===== config.mk =====
export PLATFORM = sky130hd
export DESIGN_NAME = dnc_read_modes_top
export DESIGN_NICKNAME = d
export VERILOG_FILES = /design/src/rtl/dnc_read_modes_pkg.sv /design/src/rtl/dnc_fixed_divider.sv /design/src/rtl/dnc_read_modes.sv /design/src/rtl/dnc_read_modes_config.sv /design/src/rtl/dnc_read_modes_top.sv /design/src/rtl/dnc_vector_softmax.sv
export SDC_FILE = /design/constraint.sdc
export NUM_CORES = 1
export LEC_CHECK = 0
export BUFFER_PORTS_ARGS = -buffer_cell sky130_fd_sc_hd__buf_2
export CAP_MARGIN = 20
export CORE_MARGIN = 5
export CORE_UTILIZATION = 25
export CTS_BUF_LIST = sky130_fd_sc_hd__clkbuf_4
export CTS_CLUSTER_DIAMETER = 30
export CTS_CLUSTER_SIZE = 12
export DETAILED_ROUTE_END_ITERATION = 12
export HOLD_SLACK_MARGIN = 0.05
export SYNTH_ARGS = -nofsm -noshare
export SYNTH_HDL_FRONTEND = slang
export SYNTH_SLANG_ARGS = --single-unit

===== constraint.sdc =====
create_clock -name clk -period 7.5 [get_ports clk]
set_clock_uncertainty 0.2 [all_clocks]
set_input_delay 0 -clock clk [delete_from_list [all_inputs] [get_ports clk]]
set_output_delay 0 -clock clk [all_outputs]
set_load 0.05 [all_outputs]

===== src/rtl/dnc_read_modes_pkg.sv =====
package dnc_read_modes_pkg;

  ////////////////////////////////////////
  // Sizes
  ////////////////////////////////////////

  // Backward, content and forward modes
  localparam int mode_count = 3;

  // Head index, up to 16 heads
  localparam int head_index_width = 4;

  // Exponent of the head maximum, 2^16
  localparam int exp_one = 65536;

  ////////////////////////////////////////
  // Data types
  ////////////////////////////////////////

  // Raw mode score, two's complement
  typedef logic signed [7:0] score_t;

  // Probability, 255 stands for one
  typedef logic [7:0] prob_t;

  // Base 2 exponent, at most exp_one
  typedef logic [16:0] exp_t;

  // Sum of three exponents
  typedef logic [18:0] sum_t;

  // Configuration seen by the controller and the softmax
  typedef struct packed {
    logic [head_index_width:0] num_heads;
    logic [2:0]                temp_shift;
  } read_modes_cfg_t;

  // One tagged probability on the output stream
  // Mode 0 backward, 1 content, 2 forward
  typedef struct packed {
    logic [head_index_width-1:0] head;
    logic [1:0]                  mode;
    prob_t                       prob;
  } read_mode_out_t;

endpackage


===== src/rtl/dnc_fixed_divider.sv =====
module dnc_fixed_divider (
  input  logic                       clk,
  input  logic                       reset,
  input  logic                       div_start,
  input  logic [24:0]                dividend,
  input  dnc_read_modes_pkg::sum_t   divisor,
  output logic                       div_done,
  output dnc_read_modes_pkg::prob_t  quotient
);

  import dnc_read_modes_pkg::*;

  // One quotient bit per iteration
  localparam int steps = 24;

  logic             running;
  logic [4:0]       step;
  sum_t             div_reg;
  sum_t             rem;
  logic [steps-1:0] quo;
  logic [19:0]      rem_shift;
  logic [20:0]      trial;

  // Next partial remainder and the trial subtraction
  assign rem_shift = {rem, quo[steps-1]};
  assign trial     = {1'b0, rem_shift} - {2'b00, div_reg};

  ////////////////////////////////////////
  // Control
  ////////////////////////////////////////

  // Setup on start, then 24 iterations, done on the last one
  always_ff @(posedge clk) begin
    if (reset) begin
      running  <= 1'b0;
      step     <= '0;
      div_done <= 1'b0;
    end else begin
      div_done <= running && (step == 5'(steps - 1));
      if (div_start) begin
        running <= 1'b1;
        step    <= '0;
      end else if (running) begin
        step <= step + 5'd1;
        if (step == 5'(steps - 1)) begin
          running <= 1'b0;
        end
      end
    end
  end

  ////////////////////////////////////////
  // Datapath
  ////////////////////////////////////////

  always_ff @(posedge clk) begin
    if (div_start) begin
      div_reg <= divisor;
      // Top dividend bit starts in the remainder
      rem     <= {18'd0, dividend[24]};
      quo     <= dividend[23:0];
    end else if (running) begin
      // Restore when the trial goes negative
      if (!trial[20]) begin
        rem <= trial[18:0];
        quo <= {quo[steps-2:0], 1'b1};
      end else begin
        rem <= rem_shift[18:0];
        quo <= {quo[steps-2:0], 1'b0};
      end
    end
  end

  // Quotient fits 8 bits since e <= s
  assign quotient = quo[7:0];

  // No restart in the middle of a division
  assert property (@(posedge clk) disable iff (reset) div_start |-> !running);

endmodule


===== src/rtl/dnc_read_modes.sv =====
module dnc_read_modes #(
  parameter int max_heads = 4
) (
  input  logic                                clk,
  input  logic                                reset,
  input  logic                                start,
  input  logic                                score_enable,
  input  dnc_read_modes_pkg::score_t          score,
  input  dnc_read_modes_pkg::read_modes_cfg_t cfg,
  input  logic                                prob_enable,
  input  dnc_read_modes_pkg::prob_t           prob,
  input  logic [1:0]                          mode,
  input  logic                                head_done,
  output logic                                ready,
  output logic                                busy,
  output logic                                load_enable,
  output dnc_read_modes_pkg::score_t          load_score,
  output logic                                mode_enable,
  output dnc_read_modes_pkg::read_mode_out_t  mode_out,
  output logic                                head_enable
);

  import dnc_read_modes_pkg::*;

  localparam int count_width = head_index_width + 1;

  logic [count_width-1:0] run_heads;
  logic [count_width-1:0] head_count;
  logic [1:0]             score_count;
  logic                   loading;
  logic                   last_head;

  assign last_head = (count_width'(head_count + 1'b1) == run_heads);

  // Config is locked from the start pulse on
  assign busy = !ready || start;

  // Scores pass only while a head is loading
  assign load_enable = score_enable && loading;
  assign load_score  = score;

  ////////////////////////////////////////
  // Run control
  ////////////////////////////////////////

  always_ff @(posedge clk) begin
    if (reset) begin
      ready       <= 1'b1;
      loading     <= 1'b0;
      score_count <= '0;
      head_count  <= '0;
      run_heads   <= count_width'(1);
      mode_enable <= 1'b0;
      head_enable <= 1'b0;
    end else begin
      mode_enable <= prob_enable;
      head_enable <= prob_enable && head_done;
      // Start only counts when idle
      if (ready && start) begin
        ready       <= 1'b0;
        loading     <= 1'b1;
        score_count <= '0;
        head_count  <= '0;
        run_heads   <= cfg.num_heads;
      end
      // Three scores close the load window
      if (load_enable) begin
        if (score_count == 2'(mode_count - 1)) begin
          score_count <= '0;
          loading     <= 1'b0;
        end else begin
          score_count <= score_count + 2'd1;
        end
      end
      // Next head opens right away
      if (prob_enable && head_done) begin
        head_count <= count_width'(head_count + 1'b1);
        loading    <= !last_head;
      end
      if (head_enable && (head_count == run_heads)) begin
        ready <= 1'b1;
      end
    end
  end

  // Tag with the head in progress
  always_ff @(posedge clk) begin
    if (prob_enable) begin
      mode_out.head <= head_count[head_index_width-1:0];
      mode_out.mode <= mode;
      mode_out.prob <= prob;
    end
  end

  assert property (@(posedge clk) disable iff (reset) mode_enable |-> !ready);
  // Score outside the load window gets dropped
  assert property (@(posedge clk) disable iff (reset) score_enable |-> loading);
  assert property (@(posedge clk) disable iff (reset)
    (ready && start) |=> (run_heads >= count_width'(1)) &&
                         (run_heads <= count_width'(max_heads)));

endmodule


===== src/rtl/dnc_read_modes_config.sv =====
module dnc_read_modes_config #(
  parameter int max_heads = 4
) (
  input  logic                                clk,
  input  logic                                reset,
  input  logic                                cfg_write,
  input  logic                                cfg_addr,
  input  logic [7:0]                          cfg_wdata,
  input  logic                                busy,
  output dnc_read_modes_pkg::read_modes_cfg_t cfg
);

  import dnc_read_modes_pkg::*;

  localparam int count_width = head_index_width + 1;

  // Head count after the clamp
  logic [count_width-1:0] clamped_heads;

  // Zero means one head, anything too big means max_heads
  always_comb begin
    if (cfg_wdata == 8'd0) begin
      clamped_heads = count_width'(1);
    end else if (cfg_wdata > 8'(max_heads)) begin
      clamped_heads = count_width'(max_heads);
    end else begin
      clamped_heads = cfg_wdata[count_width-1:0];
    end
  end

  ////////////////////////////////////////
  // Registers
  ////////////////////////////////////////

  always_ff @(posedge clk) begin
    if (reset) begin
      cfg.num_heads  <= count_width'(1);
      cfg.temp_shift <= 3'd0;
    end else if (cfg_write && !busy) begin
      // Address 0 head count, address 1 temperature
      if (!cfg_addr) begin
        cfg.num_heads <= clamped_heads;
      end else begin
        cfg.temp_shift <= cfg_wdata[2:0];
      end
    end
  end

  // Stored head count stays in range across every write
  assert property (@(posedge clk) disable iff (reset)
    (cfg.num_heads >= count_width'(1)) && (cfg.num_heads <= count_width'(max_heads)));

endmodule


===== src/rtl/dnc_read_modes_top.sv =====
module dnc_read_modes_top #(
  parameter int max_heads = 4
) (
  input  logic                               clk,
  input  logic                               reset,
  input  logic                               cfg_write,
  input  logic                               cfg_addr,
  input  logic [7:0]                         cfg_wdata,
  input  logic                               start,
  output logic                               ready,
  input  logic                               score_enable,
  input  dnc_read_modes_pkg::score_t         score,
  output logic                               mode_enable,
  output dnc_read_modes_pkg::read_mode_out_t mode_out,
  output logic                               head_enable
);

  import dnc_read_modes_pkg::*;

  ////////////////////////////////////////
  // Internal links
  ////////////////////////////////////////

  read_modes_cfg_t cfg;
  logic            busy;
  logic            load_enable;
  score_t          load_score;
  logic            prob_enable;
  prob_t           prob;
  logic [1:0]      mode;
  logic            head_done;

  dnc_read_modes_config #(
    .max_heads(max_heads)
  ) u_config (
    .clk      (clk),
    .reset    (reset),
    .cfg_write(cfg_write),
    .cfg_addr (cfg_addr),
    .cfg_wdata(cfg_wdata),
    .busy     (busy),
    .cfg      (cfg)
  );

  dnc_read_modes #(
    .max_heads(max_heads)
  ) u_control (
    .clk         (clk),
    .reset       (reset),
    .start       (start),
    .score_enable(score_enable),
    .score       (score),
    .cfg         (cfg),
    .prob_enable (prob_enable),
    .prob        (prob),
    .mode        (mode),
    .head_done   (head_done),
    .ready       (ready),
    .busy        (busy),
    .load_enable (load_enable),
    .load_score  (load_score),
    .mode_enable (mode_enable),
    .mode_out    (mode_out),
    .head_enable (head_enable)
  );

  // pi(t;i) = softmax over the three modes
  dnc_vector_softmax u_softmax (
    .clk        (clk),
    .reset      (reset),
    .load_enable(load_enable),
    .score      (load_score),
    .temp_shift (cfg.temp_shift),
    .prob_enable(prob_enable),
    .prob       (prob),
    .mode       (mode),
    .head_done  (head_done)
  );

endmodule


===== src/rtl/dnc_vector_softmax.sv =====
module dnc_vector_softmax (
  input  logic                       clk,
  input  logic                       reset,
  input  logic                       load_enable,
  input  dnc_read_modes_pkg::score_t score,
  input  logic [2:0]                 temp_shift,
  output logic                       prob_enable,
  output dnc_read_modes_pkg::prob_t  prob,
  output logic [1:0]                 mode,
  output logic                       head_done
);

  import dnc_read_modes_pkg::*;

  typedef enum logic [1:0] {
    st_load,
    st_sum,
    st_div,
    st_wait
  } state_t;

  localparam logic [1:0] last_mode = 2'(mode_count - 1);

  state_t      state;
  logic [1:0]  load_count;
  logic [1:0]  mode_idx;
  score_t      shifted;
  score_t      max_score;
  score_t      held [mode_count];
  logic [8:0]  gap [mode_count];
  exp_t        exps [mode_count];
  sum_t        sum;
  logic        div_start;
  logic        div_done;
  logic [24:0] dividend;
  prob_t       quotient;

  // Temperature, arithmetic shift keeps the sign
  assign shifted = score >>> temp_shift;

  ////////////////////////////////////////
  // Exponents
  ////////////////////////////////////////

  // 2^16 >> (max - x), zero from a gap of 17
  always_comb begin
    for (int i = 0; i < mode_count; i++) begin
      gap[i]  = {max_score[7], max_score} - {held[i][7], held[i]};
      exps[i] = (gap[i] > 9'd16) ? '0 : exp_t'(exp_one) >> gap[i];
    end
  end

  // Numerator for the current mode
  assign dividend = 25'(exps[mode_idx]) * 25'd255;

  ////////////////////////////////////////
  // FSM
  ////////////////////////////////////////

  always_ff @(posedge clk) begin
    if (reset) begin
      state      <= st_load;
      load_count <= '0;
      mode_idx   <= '0;
    end else begin
      case (state)
        st_load: begin
          if (load_enable) begin
            if (load_count == last_mode) begin
              load_count <= '0;
              state      <= st_sum;
            end else begin
              load_count <= load_count + 2'd1;
            end
          end
        end
        // Sum registered here
        st_sum: state <= st_div;
        st_div: state <= st_wait;
        st_wait: begin
          if (div_done) begin
            if (mode_idx == last_mode) begin
              mode_idx <= '0;
              state    <= st_load;
            end else begin
              mode_idx <= mode_idx + 2'd1;
              state    <= st_div;
            end
          end
        end
        default: state <= st_load;
      endcase
    end
  end

  // Scores, running max and sum
  always_ff @(posedge clk) begin
    if ((state == st_load) && load_enable) begin
      held[load_count] <= shifted;
      // First score seeds the max
      if ((load_count == 2'd0) || (shifted > max_score)) begin
        max_score <= shifted;
      end
    end
    if (state == st_sum) begin
      sum <= sum_t'(exps[0]) + sum_t'(exps[1]) + sum_t'(exps[2]);
    end
  end

  assign div_start = (state == st_div);

  dnc_fixed_divider u_divider (
    .clk      (clk),
    .reset    (reset),
    .div_start(div_start),
    .dividend (dividend),
    .divisor  (sum),
    .div_done (div_done),
    .quotient (quotient)
  );

  // One probability per quotient, in mode order
  assign prob_enable = div_done;
  assign prob        = quotient;
  assign mode        = mode_idx;
  assign head_done   = div_done && (mode_idx == last_mode);

  // Max score always contributes 2^16
  assert property (@(posedge clk) disable iff (reset) div_start |-> (sum != '0));

endmodule


# Yosys cells after proc, flatten, opt, wreduce, memory -nomap -nowiden
# Memory sizes are Yosys's and may differ from the RTL's.
# Index checks and enable logic that the tools add are counted.
# word_totals
memories,1
ram_bits,24
register_bits,140
inputBits,22
# classes
muxes,35
multipliers,1
eq_ne,12
magnitude_cmp,6
addsub,11
bitwise,2
n_shift,4
n_reduce_logical,27
# mem_list
memory,words,word_bits,rd,rd_clocked_by_memory_dff,wr,line,rtl
u_softmax.held,3,8,3,0,1,dnc_vector_softmax.sv:29,score_t held [mode_count];
# ops
cell,n
$mux W17,5
$shr A17 B9 Y17 const A,3
$mux W24,2
$bmux W17 S2,1
$gt A9 B5 Y1 const B,3
$sub A8 B8 Y9,3
$mul A17 B8 Y25 const B,1
$sub A20 B19 Y21,1
$mux W5,4
$add A19 B17 Y19,1
$mux W19,1
$add A17 B17 Y18,1
$mux W2,9
$mux W1,12
$add A5 B1 Y5 const B,2
$eq A2 B2 Y1 const B,5
$eq A5 B5 Y1,2
$reduce_and A2 Y1,5
$gt A8 B3 Y1 const B,1
$gt A8 B8 Y1,1
$logic_and A1 B1 Y1,8
$logic_not A8 Y1,1
$pmux W2 S4,1
$sshr A8 B3 Y8,1
other kinds (14),24

# Depth between registers and ports, before layout
# Gate-level depths: netlist of the first run.
# An unclocked memory read counts as a cell.
# logic_depth
ltp_word,9
mapped_depth,33
depth_no_buf,32

# Modules after synthesis
# Synthesis of the first run repeated with hierarchy kept, for this count alone.
# hier_totals
cells_unflattened,1482
area_unflattened_um2,14182.4
# modules_own_cells
mod,area_each_um2,cells_each,seq_area_each_um2,instances
dnc_vector_softmax,8861.0,991,1651.6,1
dnc_fixed_divider,3794.9,355,1821.7,1
dnc_read_modes,1207.4,106,740.7,1
dnc_read_modes_config,319.1,30,160.2,1

# Worst setup path before layout of the first run
# Ideal clock, no wire load.
# synth_path
path_type,register to register
start,reg u_softmax.max_score[0]
end,"reg u_softmax.u_divider.rem[0], data pin"
path_stages_with_launch,31
t_required_ns,7.000
setup_slack_ns,-0.565
arrival_time_ns,7.565
cell_sequence,edfxtp_1 -> inv_1 -> ha_1 -> inv_1 -> fa_1 -> a21o_1 -> a21oi_1 -> o21bai_1 -> a21oi_1 -> or4b_2 -> and2_4 -> buf_6 -> or4_4 -> or2_1 -> o221ai_1 -> fa_1 -> fa_1 -> fa_1 -> inv_1 -> fa_1 -> inv_1 -> ha_1 -> a21o_1 -> a21o_1 -> a21oi_1 -> o31a_1 -> o21ai_0 -> or2_2 -> a31oi_1 -> xnor2_1 -> a21oi_1
# synth_between
elab_chain_cells,8
word_cells_on_any_way,17
# synth_rtl
element,line,rtl
start: declaration,dnc_vector_softmax.sv:28,score_t max_score;
start signal: assignment,dnc_vector_softmax.sv:102,max_score <= shifted;
$sub A8 B8 Y9,dnc_vector_softmax.sv:48,"gap[i] = {max_score[7], max_score} - {held[i][7], held[i]};"
$gt A9 B5 Y1 / $shr A17 B9 Y17 (equally long branches),dnc_vector_softmax.sv:49,exps[i] = (gap[i] > 9'd16) ? '0 : exp_t'(exp_one) >> gap[i];
$mux W17,dnc_vector_softmax.sv:49,
$bmux W17 S2 *,dnc_vector_softmax.sv:54,assign dividend = 25'(exps[mode_idx]) * 25'd255;
$mux W17 (not written as such) * (2 in series),dnc_vector_softmax.sv:54,
$mul A17 B8 Y25 *,dnc_vector_softmax.sv:54,
$mux W1 *,dnc_fixed_divider.sv:57,if (div_start) begin
end signal: assignment,dnc_fixed_divider.sv:60,"rem <= {18'd0, dividend[24]};"
end signal: assignment,dnc_fixed_divider.sv:65,rem <= trial[18:0];
end signal: assignment,dnc_fixed_divider.sv:68,rem <= rem_shift[18:0];
end: declaration,dnc_fixed_divider.sv:19,sum_t rem;
# Every way passes the cells marked *; elsewhere a longest branch is shown, timed or not. The select of a mux whose other input is x is not followed.
# A chain may end at the register's enable or synchronous reset.

==> impl_metrics.toml, run 1 <==
[layout]
reg.largest.list = "u_softmax.held: 24 flops, u_softmax.u_divider.quo: 24 flops"
area_growth_pct = 26.39
layout-drive-gt1-share_pct = 20.53
fillers = 5524
fin_nets = 1974
stdcell_count = 2455

[critical_path]
start_kind = "flop"
cp_max_fo = 3
max_stage_delay_ns = 0.56
critical_path_buf_inv_count = 5
cp_top_family = "compound AO/OA/AOI/OAI gates"
r2r_end = "u_softmax.u_divider.rem[0]$_DFFE_PP_"
r2r_slack_ns = -0.06
cp_data_required_time_ns = 7.66
critPathKind = "flop to flop"
reg2reg_from = "u_softmax.held[2][1]$_DFFE_PP_"
critPathSlowestCell = "fa_1"
worstPathArrival_ns = 7.72
crit_top_cell = "inv_2"
reg2reg_depth = 29
crit_path_end_kind = "flop"

[route]
ant_nets = 0
dr.pass1.iters = 5
drt-total-wl_microns = 32730
vias = 11240
viasPerCell = 4.576
drc_errors = 0
drt_iter0_drc = 530
wl_per_cell_microns = 13.33

[floorplan]
rows = 85
die_area_sq_um = 59690
io_pins = 39
die_h_microns = 244.3
die_x_microns = 244.3
core-area_sq_um = 54130
start_util_pct = 25.36

[synthesis]
synthFlopType = "edfxtp_1"
syn_inst = 1505
ys_types = 75
async_flop_share_pct = 0
synth_seq_cells = 164
ys_seq_area_share_pct = 31.87
syn-cell-area_sq_um = 13730
synth_top_area_share_pct = 23.84
yosysTopAreaCell = "edfxtp_1"
synth_edf_count = 109
yosysWarningCount = 0
avgSynthCellArea_sq_um = 9.121
synthTopCellsByArea = "edfxtp_1 (24%), ha_1 (12%), fa_1 (10%)"

[global_routing]
grt_max_degree = 61
grt_usage_pct = 10.99
overflow = 0
grt_pass1_wl_microns = 54740
antenna_found_initial = 1
grt_pass1_vias = 11430

[worst_hold_path]
hold_start = "start"
holdCritPathClass = "primary input to flop"
holdPathEnd = "u_control.ready$_SDFFE_PP1P_"
min_path_cells = 4

[clock_tree]
htreeDepth = 4
clkLatencyLatePin_ns = 0.63
clock_path_buffers = 2
clock-sinks = 164
cts_buffers = 17
cts-root-buf = "clkbuf_4"
cts_tree = "built"
clk_pin_slew_ns = 0.16

[sta]
drv_slew = 0
setup_viol_count_final = 2
rsz0062_at_grt = "yes"
holdWs_ns = 0.1663
hold_viol_final = 0
final.min_clock_period_ns = 7.555
slew_headroom_pct = 40.81
tightestPinTransition_ns = 0.8785
fin_crit_sh_pct = 100.7
final.setup.worst_slack_ns = -0.05539
timing.fmax_mhz = 132.4

[power_and_ir_drop]
leakagePower_nw = 7.693
power.density_nw_per_um2 = 149.6
max-vdd-ir-drop_v = 0.00008664

[outcome]
status = "finished with violations"
violations = "setup timing"

[placed_design]
place.detailed.hpwl_microns = 25640
port_buffers = 38
dp.cells = 2354
gp_congestion = 0.8786

[run]
maxCapViolCount = 0
[cells by family (layout without fill, tap and decap cells)]
kind of cell | Yosys count | after routing | synth area share (%)
compound gates | 356 | 356 | 16.41
xor+xnor | 87 | 87 | 5.551
fa+ha+maj | 207 | 207 | 22.70
buf+inv | 225 | 472 | 6.216
flops | 164 | 164 | 31.87
mux | 25 | 25 | 1.887
other cells | 2 | 9 | 0.05471
simple gates | 439 | 439 | 15.32
[synth_stat cells (all sizes together) (32+ instances only)]
cell type	n
a21oi	111
dfxtp	55
edfxtp	109
fa	70
ha	137
inv	193
nand2	91
nor2	157
nor3	35
o21ai	90
xnor2	55
xor2	32
[metrics by stage]
step	util (%)	setup TNS [ns]	power [mW]	setup WS, ns	area (sq um)
2_1_floorplan	-	-0.06400	1.791	-0.06400	13870
3_3_place_gp	29.30	-0.2971	1.989	-0.1160	15860
3_5_place_dp	29.30	-0.8151	2.007	-0.2465	15860
4_1_cts	31.00	-0.09149	2.607	-0.08410	16780
5_1_grt	32.05	-1.904	2.789	-0.3488	17350
6_report	32.05	-0.09788	2.595	-0.05539	17350
[area by class of cell]
cell class / instances / area, sq um / share of cell area, %
multi-input combinational: 1122 / 9161 / 52.81
sequential: 164 / 4374 / 25.21
timing repair buffer: 247 / 1901 / 10.95
tap: 696 / 870.8 / 5.019
inverter: 193 / 724.4 / 4.176
clock inverter: 15 / 187.7 / 1.082
clock buffer: 17 / 127.6 / 0.7356
antenna: 1 / 2.502 / 0.01442
[report_power, final]
part	internal [mW]	total (mW)	switching [mW]
clock	0.215	0.565	0.350
sequential	1.07	1.13	0.0602
combinational	0.401	0.902	0.501
total	1.68	2.59	0.912
[how the worst max path moves through the flow]
stage	slack, ns	end	start	depth (start not counted)
6_report	-0.06	u_softmax.u_divider.rem[0]$_DFFE_PP_	u_softmax.held[2][1]$_DFFE_PP_	29
5_1_grt	-0.35	u_softmax.u_divider.quo[22]$_DFFE_PP_	u_softmax.held[2][1]$_DFFE_PP_	31
4_1_cts	-0.08	u_softmax.u_divider.rem[0]$_DFFE_PP_	u_softmax.max_score[1]$_DFFE_PP_	27
3_5_place_dp	-0.25	u_softmax.u_divider.rem[0]$_DFFE_PP_	u_softmax.max_score[0]$_DFFE_PP_	30
3_3_place_gp	-0.12	u_softmax.u_divider.quo[23]$_DFFE_PP_	u_softmax.max_score[1]$_DFFE_PP_	27
2_1_floorplan	-0.06	u_softmax.u_divider.rem[0]$_DFFE_PP_	u_softmax.max_score[1]$_DFFE_PP_	27
[tightest hold or removal path, cell delays in order]
cell	delay (ns)
dlygate4sd3_1	0.51
buf_2	0.11
nor2b_1	0.07
a311o_1	0.27
[layout by cell type (no fill, tap or decap), types with 10 or more instances in the layout]
master         synthesis  routed
inv_1                193     177
buf_4                  0     158
nor2_1               157     155
ha_1                 137     120
edfxtp_1             109     109
a21oi_1              111     100
nand2_1               91      91
o21ai_0               90      72
fa_1                  70      65
dfxtp_1               55      55
xnor2_1               55      51
dlygate4sd3_1          0      43
buf_2                  1      38
xor2_1                32      31
nor3_1                34      30
nand3_1               29      28
o21a_1                27      27
nand2b_1              25      24
a21o_1                26      24
nor2b_1               21      19
mux2i_1               18      18
clkbuf_4               0      17
inv_2                  0      16
ha_4                   0      16
a21oi_2                0      11
o31a_1                10      10
and3_1                10      10
a211oi_1              13      10
[what timing repair did]
| item | 4_1_cts | 5_1_grt |
|---|---|---|
| setup endpoints to repair | 6 | 14 |
| hold endpoints to repair | 101 | 0 |
| pin swaps | 21 | 85 |
| resized for setup | 27 | 94 |
| setup buffers | 9 | 15 |
| hold buffers | 43 | 0 |
[routing by layer]
| metal | part of all wire, % | GRT usage [%] | vias up | wire length, microns |
|---|---|---|---|---|
| li1 | - | - | 5728 | - |
| met2 | 50 | 19.63 | 138 | 16340 |
| met3 | 2.4 | 1.769 | 41 | 771 |
| met4 | 1.9 | 3.385 | 0 | 637 |
| met1 | 46 | 13.62 | 5328 | 14980 |
| met5 | 0 | 0 | - | 0 |
Power figures use the tool's default switching activity.
==> run 2, diff against run 1 <==
--- a/config.mk
+++ b/config.mk
@@ -8,12 +8,13 @@
 export BUFFER_PORTS_ARGS = -buffer_cell sky130_fd_sc_hd__buf_2
 export CAP_MARGIN = 20
 export CORE_MARGIN = 5
-export CORE_UTILIZATION = 25
+export CORE_UTILIZATION = 59
 export CTS_BUF_LIST = sky130_fd_sc_hd__clkbuf_4
 export CTS_CLUSTER_DIAMETER = 30
 export CTS_CLUSTER_SIZE = 12
 export DETAILED_ROUTE_END_ITERATION = 12
 export HOLD_SLACK_MARGIN = 0.05
+export PLACE_DENSITY = 0.79
 export SYNTH_ARGS = -nofsm -noshare
 export SYNTH_HDL_FRONTEND = slang
 export SYNTH_SLANG_ARGS = --single-unit
==> run 2 against run 1 <==
- the flow still finishes with violations (setup timing)
- worst setup slack got worse by 0.19 ns
- global-route usage rose by 13 points
- largest cell class unchanged
- register-to-register slack got worse by 0.19 ns
==> impl_metrics.toml, run 2 (synthesis results as in run 1) <==
[outcome]
status = "finished with violations"
violations = "setup timing"

[power_and_ir_drop]
p_seq_share_pct = 43.8
fin_total_pwr_mw = 2.570
p_clk_share_pct = 20.9
leakagePower_nw = 7.529
comb_power_share_pct = 35.2
max-vdd-ir-drop_v = 0.0001135
power.density_nw_per_um2 = 156.7
power.internal_mw = 1.614
switchingPower_mw = 0.9562
swShare_pct = 37.20

[sta]
tightestPinTransition_ns = 0.7865
timing.fmax_mhz = 129.1
setup_viol_count_final = 7
final.min_clock_period_ns = 7.745
slew_headroom_pct = 47.01
drv_slew = 0
hold_viol_final = 0
tns_ns = -0.9451
fin_crit_sh_pct = 103.3
rsz0062_at_grt = "yes"
final.setup.worst_slack_ns = -0.2447

[clock_tree]
cts_buffers = 17
cts_tree = "built"
clock_path_buffers = 2
htreeDepth = 4
clk_pin_slew_ns = 0.16
clkLatencyLatePin_ns = 0.60
clock-sinks = 164
cts-root-buf = "clkbuf_4"

[global_routing]
met2_usage_pct = 42.21
grt_max_degree = 61
grt_pass1_wl_microns = 53250
top_usage_layer = "met2"
antenna_found_initial = 1
grt_use_met1_pct = 31.89
grt_util_met3_pct = 3.240
grt_usage_pct = 24.45
overflow = 0
grt_pass1_vias = 11440

[layout]
multiInputGateArea_sq_um = 9002
fin_nets = 1941
stdcell_count = 2039
mostFrequentLayoutCell = "inv_1"
final_cell_mix = "inv_1 (188), nor2_1 (157), buf_4 (130)"
area_growth_pct = 19.47
fillers = 1625
seqCellArea_sq_um = 4374
layout-drive-gt1-share_pct = 17.33
reg.largest.list = "u_softmax.held: 24 flops, u_softmax.u_divider.quo: 24 flops"

[critical_path]
max_stage_delay_ns = 0.56
critPathKind = "flop to flop"
start_kind = "flop"
worstPathArrival_ns = 7.88
crit_path_end_kind = "flop"
cp_max_fo = 3
crit_path_start = "u_softmax.max_score[1]$_DFFE_PP_"
cp_data_required_time_ns = 7.64
reg2reg_from = "u_softmax.max_score[1]$_DFFE_PP_"
critPathSlowestCell = "fa_1"

[floorplan]
rows = 55
die_h_microns = 162.5
die_area_sq_um = 26420
start_util_pct = 60.26
io_pins = 39
core-area_sq_um = 22780
die_x_microns = 162.5

[placed_design]
gp_congestion = 0.9107
dp.cells = 1945
place.detailed.hpwl_microns = 23960
port_buffers = 38

[route]
drc_errors = 0
ant_nets = 0
drt_iter0_drc = 751
dr.pass1.iters = 6
vias = 11640
drt-total-wl_microns = 32580
wl_per_cell_microns = 15.98
viasPerCell = 5.706

[run]
maxCapViolCount = 0

[worst_hold_path]
hold_start = "u_softmax.sum[17]$_DFFE_PN_"
holdCritPathClass = "flop to flop"
-- run 2: power by group through the flow --
stage | sequential, mW | combinational, mW | clock [mW]
final | 1.13 | 0.906 | 0.538
after global routing | 1.14 | 1.02 | 0.584
after CTS | 1.13 | 0.885 | 0.549
after detailed placement | 1.15 | 0.858 | 0
after global placement | 1.14 | 0.824 | 0
after floorplan | 1.13 | 0.663 | 0
-- run 2: critical path, delay by kind of cell, from the launching register on --
kind	cells	cell delay (ns)
AO/OA/AOI/OAI	12	2.30
XOR/XNOR	2	0.41
adder cells (fa/ha/maj)	6	2.16
buffers and inverters	4	0.48
flip-flops	1	0.44
AND/OR/NAND/NOR	6	1.52
-- run 2: final timing paths --
check / endpoint / slack [ns] / cells past startpoint
setup / recovery: u_softmax.u_divider.rem[0]$_DFFE_PP_ / -0.24 / 30
hold / removal: u_softmax.u_divider.div_reg[17]$_DFFE_PP_ / 0.21 / 0
setup reg to reg: u_softmax.u_divider.rem[0]$_DFFE_PP_ / -0.24 / 30
hold reg to reg: u_softmax.u_divider.div_reg[17]$_DFFE_PP_ / 0.21 / 0
-- run 2: repair_timing --
action                                  4_1_cts  5_1_grt
endpoints found under the setup margin        6       12
pin swaps                                    12       44
endpoints found under the hold margin       101        0
setup buffers                                 4       14
hold buffers                                 43        0
resized for setup                            25       54
-- run 2: through the flow --
stage,utilization (%),setup WS (ns),area [sq um],hold WS [ns]
finish,72.00,-0.2447,16400,0.2120
global route,72.00,-0.6364,16400,0.2039
CTS,70.36,0.0005080,16030,0.1693
detailed placement,66.70,-0.2742,15190,0.05849
global placement,66.64,-0.07048,15180,0.05598
floorplan,-,-0.06400,13870,-0.1011
-- run 2: cell type report --
type,count,share of cell area [%]
inverters,193,4.417
multi-input cells,1122,54.89
repair buffers,214,9.964
diodes,1,0.01526
clock inverters,14,0.8240
well taps,313,2.388
clock buffers,18,0.8240
flip-flops and latches,164,26.67
-- run 2: metal layers --
metal | vias up | share of wire (%)
li1 | 5668 | -
met1 | 5557 | 43
met2 | 323 | 49
met3 | 87 | 4.6
met4 | 0 | 2.9
met5 | - | 0
